File: config.mk
export PLATFORM = sky130hd
export DESIGN_NAME = compute_engine
export DESIGN_NICKNAME = d
export VERILOG_FILES = /design/src/logic/compute_engine_pkg.sv /design/src/logic/flit_if.sv /design/src/logic/flit_fifo.sv /design/src/logic/packet_admission.sv /design/src/logic/compute_stage.sv /design/src/logic/egress_arbiter.sv /design/src/logic/compute_engine.sv
export SDC_FILE = /design/constraint.sdc
export NUM_CORES = 2
export LEC_CHECK = 0
export ABC_AREA = 1
export BUFFER_PORTS_ARGS = -buffer_cell sky130_fd_sc_hd__buf_2
export CAP_MARGIN = 30
export CORE_MARGIN = 2
export CORE_UTILIZATION = 30
export CTS_CLUSTER_SIZE = 25
export DETAILED_ROUTE_END_ITERATION = 16
export PLACE_DENSITY = 0.56
export SLEW_MARGIN = 20
export SYNTH_ARGS = -nofsm -noshare
export SYNTH_HDL_FRONTEND = slang
export SYNTH_SLANG_ARGS = --single-unit
export TNS_END_PERCENT = 20
File: constraint.sdc
create_clock -name clk -period 22.1 [get_ports clk]
set_input_delay 1.105 -clock clk [delete_from_list [all_inputs] [get_ports clk]]
set_output_delay 1.105 -clock clk [all_outputs]
set_load 0.1 [all_outputs]
File: src/logic/compute_engine_pkg.sv
package compute_engine_pkg;

    // flit geometry
    localparam int DATA_W = 64;
    localparam int KEEP_W = DATA_W / 8;
    localparam int DEST_W = 3;

    // head descriptor layout
    localparam int DELAY_OF = 0;
    localparam int DELAY_W = 16;
    localparam int CHAIN_OF = 16;
    localparam int CHAIN_ITEMS = 4;
    localparam int CHAIN_ITEM_W = DEST_W;
    // picks between the two detour ports
    localparam int DETOUR_BIT = 28;

    // egress port numbers
    localparam logic [DEST_W-1:0] DETOUR_PORT_LO = 3'd0;
    localparam logic [DEST_W-1:0] DETOUR_PORT_HI = 3'd3;
    // dma engine, used once the hop chain runs out
    localparam logic [DEST_W-1:0] DMA_PORT = 3'd1;

    typedef struct packed {
        logic [DATA_W-1:0] data;
        logic [KEEP_W-1:0] keep;
        logic              last;
    } flit_t;

    typedef struct packed {
        flit_t             flit;
        logic [DEST_W-1:0] dest;
    } routed_flit_t;

    // sub in the upper bit, add in the lower bit
    typedef struct packed {
        logic sub;
        logic add;
    } credit_t;

endpackage

File: src/logic/flit_if.sv
`timescale 1ns/1ps

interface flit_if;

    logic                                  valid;
    logic                                  ready;
    logic [compute_engine_pkg::DATA_W-1:0] data;
    logic [compute_engine_pkg::KEEP_W-1:0] keep;
    logic                                  last;
    logic [compute_engine_pkg::DEST_W-1:0] dest;

    modport source (
        output valid,
        input  ready,
        output data,
        output keep,
        output last,
        output dest
    );

    modport sink (
        input  valid,
        output ready,
        input  data,
        input  keep,
        input  last,
        input  dest
    );

endinterface

File: src/logic/flit_fifo.sv
`timescale 1ns/1ps

module flit_fifo #(
    parameter int  DEPTH = 16,
    parameter type entry_t = logic
) (
    input  logic   clk,
    input  logic   rst,
    input  logic   in_valid,
    output logic   in_ready,
    input  entry_t in_entry,
    output logic   out_valid,
    input  logic   out_ready,
    output entry_t out_entry
);

    localparam int PTR_W = (DEPTH > 1) ? $clog2(DEPTH) : 1;
    localparam int CNT_W = $clog2(DEPTH + 1);

    entry_t           mem [DEPTH];
    logic [PTR_W-1:0] wr_ptr;
    logic [PTR_W-1:0] rd_ptr;
    logic [CNT_W-1:0] count;
    logic             push;
    logic             pop;

    // wraps at DEPTH so any depth works, not only powers of two
    function automatic logic [PTR_W-1:0] next_ptr(input logic [PTR_W-1:0] ptr);
        if (ptr == PTR_W'(DEPTH - 1)) begin
            return '0;
        end
        return ptr + 1'b1;
    endfunction

    assign in_ready  = (count != CNT_W'(DEPTH));
    assign out_valid = (count != '0);
    assign out_entry = mem[rd_ptr];
    assign push      = in_valid && in_ready;
    assign pop       = out_valid && out_ready;

    always_ff @(posedge clk) begin
        if (push) begin
            mem[wr_ptr] <= in_entry;
        end
    end

    always_ff @(posedge clk) begin
        if (rst) begin
            wr_ptr <= '0;
            rd_ptr <= '0;
            count  <= '0;
        end else begin
            if (push) begin
                wr_ptr <= next_ptr(wr_ptr);
            end
            if (pop) begin
                rd_ptr <= next_ptr(rd_ptr);
            end
            case ({push, pop})
                2'b10:   count <= count + 1'b1;
                2'b01:   count <= count - 1'b1;
                default: count <= count;
            endcase
        end
    end

    occupancy_bounded: assert property (
        @(posedge clk) disable iff (rst) count <= CNT_W'(DEPTH)
    );

endmodule

File: src/logic/packet_admission.sv
`timescale 1ns/1ps

module packet_admission #(
    parameter int MAX_PACKETS = 2
) (
    input  logic                      clk,
    input  logic                      rst,
    input  logic                      in_valid,
    output logic                      in_ready,
    input  compute_engine_pkg::flit_t in_flit,
    output logic                      buf_valid,
    input  logic                      buf_ready,
    output compute_engine_pkg::flit_t buf_flit,
    flit_if.source                    detour,
    input  logic                      release_pulse,
    output logic                      sub_credit
);

    localparam int CNT_W = $clog2(MAX_PACKETS + 1);

    typedef enum logic [1:0] {
        ST_IDLE,
        ST_INSERT,
        ST_DETOUR
    } state_t;

    state_t                                state;
    logic [CNT_W-1:0]                      pkt_count;
    logic [compute_engine_pkg::DEST_W-1:0] detour_dest;
    logic                                  in_fire;

    assign in_fire = in_valid && in_ready;

    // path is chosen once per packet, on its head flit
    always_ff @(posedge clk) begin
        if (rst) begin
            state <= ST_IDLE;
        end else begin
            case (state)
                ST_IDLE: begin
                    if (in_valid) begin
                        if (pkt_count < CNT_W'(MAX_PACKETS)) begin
                            state <= ST_INSERT;
                        end else begin
                            state <= ST_DETOUR;
                        end
                    end
                end
                ST_INSERT, ST_DETOUR: begin
                    if (in_fire && in_flit.last) begin
                        state <= ST_IDLE;
                    end
                end
                default: state <= ST_IDLE;
            endcase
        end
    end

    always_ff @(posedge clk) begin
        if (state == ST_IDLE && in_valid) begin
            detour_dest <= in_flit.data[compute_engine_pkg::DETOUR_BIT] ?
                           compute_engine_pkg::DETOUR_PORT_HI :
                           compute_engine_pkg::DETOUR_PORT_LO;
        end
    end

    // packets held in the buffer, up on insert and down on release
    always_ff @(posedge clk) begin
        if (rst) begin
            pkt_count <= '0;
        end else begin
            case ({sub_credit, release_pulse})
                2'b10:   pkt_count <= pkt_count + 1'b1;
                2'b01:   pkt_count <= pkt_count - 1'b1;
                default: pkt_count <= pkt_count;
            endcase
        end
    end

    always_comb begin
        in_ready     = 1'b0;
        buf_valid    = 1'b0;
        detour.valid = 1'b0;
        case (state)
            ST_INSERT: begin
                buf_valid = in_valid;
                in_ready  = buf_ready;
            end
            ST_DETOUR: begin
                detour.valid = in_valid;
                in_ready     = detour.ready;
            end
            default: ;
        endcase
    end

    assign buf_flit    = in_flit;
    assign detour.data = in_flit.data;
    assign detour.keep = in_flit.keep;
    assign detour.last = in_flit.last;
    assign detour.dest = detour_dest;

    assign sub_credit = (state == ST_INSERT) && in_fire && in_flit.last;

    count_bounded: assert property (
        @(posedge clk) disable iff (rst) pkt_count <= CNT_W'(MAX_PACKETS)
    );

    // compute stage only releases packets that were admitted
    release_has_packet: assert property (
        @(posedge clk) disable iff (rst) release_pulse |-> (pkt_count != '0 || sub_credit)
    );

endmodule

File: src/logic/compute_stage.sv
`timescale 1ns/1ps

module compute_stage (
    input  logic                      clk,
    input  logic                      rst,
    input  logic                      buf_valid,
    output logic                      buf_ready,
    input  compute_engine_pkg::flit_t buf_flit,
    flit_if.source                    computed,
    output logic                      release_pulse
);

    localparam int CHAIN_W = compute_engine_pkg::CHAIN_ITEMS * compute_engine_pkg::CHAIN_ITEM_W;
    localparam int DELAY_W = compute_engine_pkg::DELAY_W;
    localparam int DEST_W = compute_engine_pkg::DEST_W;

    typedef enum logic [1:0] {
        ST_IDLE,
        ST_BUSY,
        ST_HEAD,
        ST_DATA
    } state_t;

    state_t                                        state;
    logic [DELAY_W-1:0]                            delay_cnt;
    logic [DELAY_W-1:0]                            head_delay;
    logic [CHAIN_W-1:0]                            next_chain;
    logic [compute_engine_pkg::CHAIN_ITEM_W-1:0]   next_hop;
    logic [DEST_W-1:0]                             head_dest;
    logic [DEST_W-1:0]                             hop_dest;
    logic                                          out_fire;

    assign head_delay = buf_flit.data[compute_engine_pkg::DELAY_OF +: DELAY_W];

    // drop the hop just served, the lowest item is the next destination
    assign next_chain = buf_flit.data[compute_engine_pkg::CHAIN_OF +: CHAIN_W]
                        >> compute_engine_pkg::CHAIN_ITEM_W;
    assign next_hop   = next_chain[compute_engine_pkg::CHAIN_ITEM_W-1:0];
    assign head_dest  = (next_hop == '0) ? compute_engine_pkg::DMA_PORT : next_hop;

    always_ff @(posedge clk) begin
        if (rst) begin
            state     <= ST_IDLE;
            delay_cnt <= '0;
        end else begin
            case (state)
                ST_IDLE: begin
                    if (buf_valid) begin
                        delay_cnt <= head_delay;
                        state     <= (head_delay == '0) ? ST_HEAD : ST_BUSY;
                    end
                end
                ST_BUSY: begin
                    delay_cnt <= delay_cnt - 1'b1;
                    if (delay_cnt == DELAY_W'(1)) begin
                        state <= ST_HEAD;
                    end
                end
                ST_HEAD: begin
                    if (out_fire) begin
                        state <= buf_flit.last ? ST_IDLE : ST_DATA;
                    end
                end
                ST_DATA: begin
                    if (out_fire && buf_flit.last) begin
                        state <= ST_IDLE;
                    end
                end
                default: state <= ST_IDLE;
            endcase
        end
    end

    // data flits follow the head to the same port
    always_ff @(posedge clk) begin
        if (state == ST_HEAD && out_fire) begin
            hop_dest <= head_dest;
        end
    end

    always_comb begin
        computed.valid = 1'b0;
        computed.data  = buf_flit.data;
        computed.dest  = hop_dest;
        if (state == ST_HEAD) begin
            computed.valid = buf_valid;
            computed.data[compute_engine_pkg::CHAIN_OF +: CHAIN_W] = next_chain;
            computed.dest  = head_dest;
        end else if (state == ST_DATA) begin
            computed.valid = buf_valid;
        end
    end

    assign computed.keep = buf_flit.keep;
    assign computed.last = buf_flit.last;

    assign buf_ready     = (state == ST_HEAD || state == ST_DATA) && computed.ready;
    assign out_fire      = computed.valid && computed.ready;
    assign release_pulse = out_fire && buf_flit.last;

    computed_stable: assert property (
        @(posedge clk) disable iff (rst)
        computed.valid && !computed.ready |=>
            computed.valid && $stable(computed.data) && $stable(computed.keep) &&
            $stable(computed.last) && $stable(computed.dest)
    );

endmodule

File: src/logic/egress_arbiter.sv
`timescale 1ns/1ps

module egress_arbiter (
    input  logic                             clk,
    input  logic                             rst,
    flit_if.sink                             detour,
    flit_if.sink                             computed,
    output logic                             out_valid,
    input  logic                             out_ready,
    output compute_engine_pkg::routed_flit_t out_flit
);

    // sel and grant: 0 is the detour bus, 1 is the computed bus
    logic locked;
    logic grant;
    logic sel;
    logic out_fire;

    // grant holds the last winner while unlocked, the other side goes first
    always_comb begin
        if (locked) begin
            sel = grant;
        end else if (detour.valid && computed.valid) begin
            sel = ~grant;
        end else begin
            sel = computed.valid;
        end
    end

    always_comb begin
        if (sel) begin
            out_valid          = computed.valid;
            out_flit.flit.data = computed.data;
            out_flit.flit.keep = computed.keep;
            out_flit.flit.last = computed.last;
            out_flit.dest      = computed.dest;
        end else begin
            out_valid          = detour.valid;
            out_flit.flit.data = detour.data;
            out_flit.flit.keep = detour.keep;
            out_flit.flit.last = detour.last;
            out_flit.dest      = detour.dest;
        end
    end

    assign detour.ready   = out_ready && !sel;
    assign computed.ready = out_ready && sel;
    assign out_fire       = out_valid && out_ready;

    always_ff @(posedge clk) begin
        if (rst) begin
            locked <= 1'b0;
            grant  <= 1'b0;
        end else if (out_fire) begin
            grant  <= sel;
            locked <= !out_flit.flit.last;
        end
    end

    grant_held: assert property (
        @(posedge clk) disable iff (rst)
        out_fire && !out_flit.flit.last |=> sel == $past(sel)
    );

endmodule

File: src/logic/compute_engine.sv
`timescale 1ns/1ps

module compute_engine #(
    parameter int MAX_PACKETS = 2,
    parameter int BUFFER_DEPTH = 32,
    parameter int OUT_DEPTH = 16
) (
    input  logic                                  clk,
    input  logic                                  rst,
    input  logic                                  in_valid,
    output logic                                  in_ready,
    input  logic [compute_engine_pkg::DATA_W-1:0] in_data,
    input  logic [compute_engine_pkg::KEEP_W-1:0] in_keep,
    input  logic                                  in_last,
    output logic                                  out_valid,
    input  logic                                  out_ready,
    output logic [compute_engine_pkg::DATA_W-1:0] out_data,
    output logic [compute_engine_pkg::KEEP_W-1:0] out_keep,
    output logic                                  out_last,
    output logic [compute_engine_pkg::DEST_W-1:0] out_dest,
    output compute_engine_pkg::credit_t           credit_control
);

    compute_engine_pkg::flit_t        in_flit;
    logic                             buf_in_valid;
    logic                             buf_in_ready;
    compute_engine_pkg::flit_t        buf_in_flit;
    logic                             buf_out_valid;
    logic                             buf_out_ready;
    compute_engine_pkg::flit_t        buf_out_flit;
    logic                             release_pulse;
    logic                             sub_credit;
    logic                             arb_valid;
    logic                             arb_ready;
    compute_engine_pkg::routed_flit_t arb_flit;
    compute_engine_pkg::routed_flit_t out_entry;

    flit_if detour_bus ();
    flit_if computed_bus ();

    assign in_flit.data = in_data;
    assign in_flit.keep = in_keep;
    assign in_flit.last = in_last;

    packet_admission #(
        .MAX_PACKETS(MAX_PACKETS)
    ) packet_admission_inst (
        .clk(clk),
        .rst(rst),
        .in_valid(in_valid),
        .in_ready(in_ready),
        .in_flit(in_flit),
        .buf_valid(buf_in_valid),
        .buf_ready(buf_in_ready),
        .buf_flit(buf_in_flit),
        .detour(detour_bus.source),
        .release_pulse(release_pulse),
        .sub_credit(sub_credit)
    );

    flit_fifo #(
        .DEPTH(BUFFER_DEPTH),
        .entry_t(compute_engine_pkg::flit_t)
    ) packet_buffer (
        .clk(clk),
        .rst(rst),
        .in_valid(buf_in_valid),
        .in_ready(buf_in_ready),
        .in_entry(buf_in_flit),
        .out_valid(buf_out_valid),
        .out_ready(buf_out_ready),
        .out_entry(buf_out_flit)
    );

    compute_stage compute_stage_inst (
        .clk(clk),
        .rst(rst),
        .buf_valid(buf_out_valid),
        .buf_ready(buf_out_ready),
        .buf_flit(buf_out_flit),
        .computed(computed_bus.source),
        .release_pulse(release_pulse)
    );

    egress_arbiter egress_arbiter_inst (
        .clk(clk),
        .rst(rst),
        .detour(detour_bus.sink),
        .computed(computed_bus.sink),
        .out_valid(arb_valid),
        .out_ready(arb_ready),
        .out_flit(arb_flit)
    );

    flit_fifo #(
        .DEPTH(OUT_DEPTH),
        .entry_t(compute_engine_pkg::routed_flit_t)
    ) output_queue (
        .clk(clk),
        .rst(rst),
        .in_valid(arb_valid),
        .in_ready(arb_ready),
        .in_entry(arb_flit),
        .out_valid(out_valid),
        .out_ready(out_ready),
        .out_entry(out_entry)
    );

    assign out_data = out_entry.flit.data;
    assign out_keep = out_entry.flit.keep;
    assign out_last = out_entry.flit.last;
    assign out_dest = out_entry.dest;

    // sub on each admitted packet, add when a computed packet leaves the buffer
    assign credit_control.sub = sub_credit;
    assign credit_control.add = release_pulse;

endmodule

# Yosys cells after proc, flatten, opt, wreduce, memory -nomap -nowiden
# Memory sizes are Yosys's and may differ from the RTL's. A register that Yosys moved wholly into a read port is not among the register bits.
# Index checks and enable logic that the tools add are counted.
# word_totals
regBits	59
ramBits	3552
in_bits	77
out_inout_bits	80
word_cells	143
memories	2
# op_classes
addsub	11
order_cmp	1
n_eq_ne	24
mux	57
n_bitwise	1
n_reduce_logical	33
# memory_table
name	depth	word_bits	rd	rd_clocked_by_memory_dff	write_ports	line	source
packet_buffer.mem	32	73	1	1	1	flit_fifo.sv:20	entry_t mem [DEPTH];
output_queue.mem	16	76	1	1	1	flit_fifo.sv:20	
# ops
op	n
$mux W76	1
$pmux W16 S2	1
$mux W5	6
$mux W4	6
$mux W1	23
$mux W2	10
$eq A16 B1 Y1 const B	1
$logic_and A1 B1 Y1	16
$logic_not A16 Y1	1
$mux W16	1
$sub A16 B1 Y16 const B	1
$add A5 B1 Y5 const B	3
$eq A2 B2 Y1 const B	6
$mux W12	1
$pmux W6 S2	1
$eq A2 B1 Y1 const B	5
$eq A5 B5 Y1 const B	2
$pmux W5 S2	1
$add A4 B1 Y4 const B	2
$eq A4 B4 Y1 const B	2
$ne A2 B1 Y1 const B	4
$pmux W2 S2	2
$pmux W2 S4	1
$reduce_bool A2 Y1	4
other kinds (21)	26

# Logic depth before layout (Yosys ltp)
# depth
word_depth	14
ltp_mapped	21
mapped_depth_nobuf	21

# By module
# From an unflattened synthesis, not the netlist that was laid out.
# unflattened
cells_unflattened	12320
hier_area_um2	149017.9
# by_module_without_submodules
mod	instances	cells_per_inst	area_each_um2	seq_area_each_um2
flit_fifo (packet_buffer)	1	7539	93946.4	70567.7
flit_fifo (output_queue)	1	3969	50372.1	36855.3
compute_stage	1	346	2103.3	450.4
packet_admission	1	194	1443.9	110.1
egress_arbiter	1	270	1137.3	40.0
compute_engine	1	2	15.0	0.0

# Worst setup path before layout
# OpenSTA, ideal clock, no wires.
# synth_timing
path_kind	in2reg
startpoint	input in_valid
endpoint	memory output_queue.mem[7][0] (netlist bit) (enable)
setup_time_ns	0.604
arrival_ns	7.214
required_time_ns	21.496
slack_ns	14.282
stages	9
n_path_buf	0
path_cell_list	nand3_1 -> nand4_1 -> nand2_2 -> inv_2 -> nor2_8 -> inv_4 -> o31ai_4 -> nand2_1 -> nor3_1
# synth_between
elab_chain_cells	8
# synth_lines
element	line	source
start: declaration	compute_engine.sv:10	input logic in_valid,
$mux W1 *	packet_admission.sv:84	case (state)
$logic_and A1 B1 Y1	egress_arbiter.sv:23	end else if (detour.valid && computed.valid) begin
$mux W1	egress_arbiter.sv:23	
$mux W1	egress_arbiter.sv:21	if (locked) begin
$mux W1 *	egress_arbiter.sv:31	if (sel) begin
$logic_and A1 B1 Y1 *	flit_fifo.sv:38	assign push = in_valid && in_ready;
$mux W1 *	flit_fifo.sv:42	if (push) begin
$mux W1 (not written as such) *	flit_fifo.sv:43	mem[wr_ptr] <= in_entry;
end: declaration	flit_fifo.sv:20	
# Mark *: on every way between the ends. The rest lies on a longest branch, timed or not.

==> out/metrics.yaml <==
rows: 254
slew_violations: 0
final.period_utilization_pct: 29.3
synth_top_area_share_pct: 74.2
drc: 0
multi_input_area_um2: 31400
tns_ps: 0
clockBufferDepth: 4
htreeDepth: 5
worst_pin_slew_ps: 1110
drive_above_1_share_pct: 9.24
r2r_slack_ps: 16700
grt_pass1_vias: 85217
antenna_found_initial: 66
power.density_nw_per_um2: 102
core_um2: 478000
postCtsHoldBufs: 0
leakage_nw: 53.4
wl_met1_um: 188000
critPathCaptureType: "output pin"
yosysWarnings: 0
hold_end: "output_queue.count[0]"
vias: 91003
die_w_um: 697
ff_latch_area_um2: 108000
setup_ws_ps: 15620
cp_max_fo: 185
cp.required_ps: 21000
crit_slowest_cell: "buf_4"
clk_pin_slew_ps: 60
slowest_delay_ps: 830
min_delay_path_depth: 1
viasPerCell: 5.18
dr_wl_met3_um: 34800
synth-seq-area-share_pct: 75.1
status: "complete, no violations"
irDropWorstVdd_mv: 0.106
wl_per_cell_um: 25.2
hold_violations: 0
cts_tree: "yes"
slew_headroom_pct: 26.2
floorplan.die_area_um2: 485000
dp.final_hpwl_um: 227000
gp_congestion: 0.777
synth_top_cells_by_area: "edfxtp_1 (74%), o21ai_0 (5.1%), nor2_1 (3.4%)"
syn-instance-count: 10785
grt_usage_pct: 17.6
grt_first_pass_wirelength_um: 627000
cap_viol_max_count: 0
root_buffer: "clkbuf_16"
reg2regPathDepth: 10
nets: 10947
crit_type: "register to output pin"
ys_seq_elements: 3618
reg2reg_to: "output_queue.mem[10][49]"
synth_fp_nets: 10888
syn_area_per_cell_um2: 13.3
cts_resized: 0
clock_sinks: 3618
worstSetupStartpointType: "register"
grt_overflow: 0
crit_arrival_ps: 5380
setup_viol: 0
max_freq_ghz: 0.154
portBuffers: 156
die_y_um: 697
wl_met2_um: 209000
routed_wl_um: 443000
ys_types: 47
drtPass1Iterations: 8
clock_latency_ps: 1010
final.fill_count: 46095
area_delta_synth_final_pct: 14.2
hold_start: "output_queue.count[0]"
hp-class: "register to register"
place_ws_ps: 16420
yosys.area.top_type: "edfxtp_1"
fin_worst_skew_ps: 113
crit_chain: "buf_4, buf_12, buf_4, buf_12, mux2i_1, o211ai_1, nand3_1, nand2_1, buf_2"
antenna_left: 0
rsz0062_at_grt: "no"
grt_max_degree: 194
netlist_area_um2: 144000
dr.first_iter.drc_count: 10042
initial_core_util_pct: 30.1
io-pin-count: 157
cts_post_setup_buffers_inserted: 0
cts_buffers: 384
final.min_clock_period_ps: 6480
top_layer_used: "met5"
[worst max path at each step]
stage	end	slack, ps	cells past startpoint
floorplan	output_queue.mem[7][0]	14280	9
global placement	out_data[5]	16260	8
detailed placement	output_queue.mem[6][41]	16420	12
CTS	out_data[8]	15500	9
global route	out_data[8]	15290	9
finish	out_data[8]	15620	9
[layer usage]
layer  vias up  GRT usage (%)
met5         -              0
met4        18           4.13
met3       659           2.66
met2      3872           29.1
met1     46246           24.3
li1      40208              -
[cells by family (layout without fill, tap and decap cells)]
| group | Yosys count | after routing | synth area share [%] |
|---|---|---|---|
| compound gates | 2845 | 2845 | 11.1 |
| xor+xnor | 14 | 14 | 0.0852 |
| fa+ha+maj | 26 | 26 | 0.231 |
| buf+inv | 1142 | 1521 | 3.49 |
| flops | 3618 | 3618 | 75.1 |
| mux | 304 | 304 | 2.11 |
| other cells | 0 | 19 | 0 |
| simple gates | 2836 | 2836 | 7.96 |
[registers in the layout, indices dropped and copies added (netlist names), 2 cells and up, named ones only]
register                         flops
compute_stage_inst.state             2
packet_buffer.rd_ptr                 5
compute_stage_inst.hop_dest          3
output_queue.count                   5
packet_admission_inst.state          2
packet_admission_inst.pkt_count      2
output_queue.rd_ptr                  4
packet_buffer.wr_ptr                 5
compute_stage_inst.delay_cnt        16
output_queue.mem                  1216
packet_buffer.count                  6
output_queue.wr_ptr                  4
packet_buffer.mem                 2336
[cells in the mapped netlist, drive strengths merged]
cell    number
a211oi       3
a21oi      344
a221oi       1
a22o         2
a31oi       28
a32oi        1
and2         1
buf        338
clkbuf     408
clkinv       2
dfxtp       62
edfxtp    3556
fa           1
ha          25
inv        394
mux2i      304
nand2      911
nand3      592
nand3b       1
nand4        6
nor2      1305
nor3        14
nor3b        1
nor4         2
o211ai     315
o21a         6
o21ai     1586
o221ai      15
o22ai      523
o311ai       1
o31ai        1
o32ai       19
or2          3
xnor2        9
xor2         5
[cell usage in the layout (no fill, tap or decap), types with 25 or more instances in the layout]
master        n
nand3_1     592
edfxtp_1   3556
dfxtp_1      53
clkinv_2     64
clkbuf_16   387
nand2_1     910
ha_1         25
nor2_1     1259
nor2_4       43
o22ai_1     523
clkinv_1    102
mux2i_1     304
bufinv_16    28
buf_2       156
a21oi_1     343
buf_4       219
clkbuf_1     92
inv_1       384
o21ai_1     112
o211ai_1    315
o21ai_0    1462
[through the flow]
stage               area [um2]  hold WS, ps  total power (W)  cells  util (%)
finish                  164000          466           0.0168  17583      34.4
global route            164000          487           0.0174  17566      34.4
CTS                     164000          468           0.0169  17554      34.3
detailed placement      152000          456           0.0107  16848      31.8
global placement        152000          443           0.0107  16831      31.7
floorplan               144000          422          0.00981  10785         -
[power breakdown]
part	leakage, nW	total (W)	switching [W]	internal, W
sequential	32.5	0.00771	0.0000507	0.00766
combinational	15.0	0.00283	0.00218	0.000656
clock	5.88	0.00624	0.00269	0.00355
[cell type report]
| class | count | share of cell area, % |
|---|---|---|
| Multi-Input combinational cell | 6025 | 19.1 |
| Antenna cell | 19 | 0.0289 |
| Clock buffer | 479 | 6.10 |
| Clock inverter | 227 | 1.22 |
| Timing Repair Buffer | 419 | 2.04 |
| Tap cell | 6400 | 4.87 |
| Inverter | 396 | 0.948 |
| Sequential cell | 3618 | 65.7 |
[critical path: cells and delay by family (launching register included)]
kind / cells / cell delay [ps]
compound gates: 1 / 170
buf+inv: 5 / 2940
simple gates: 2 / 340
flops: 1 / 750
mux: 1 / 110
Power figures use the tool's default switching activity.
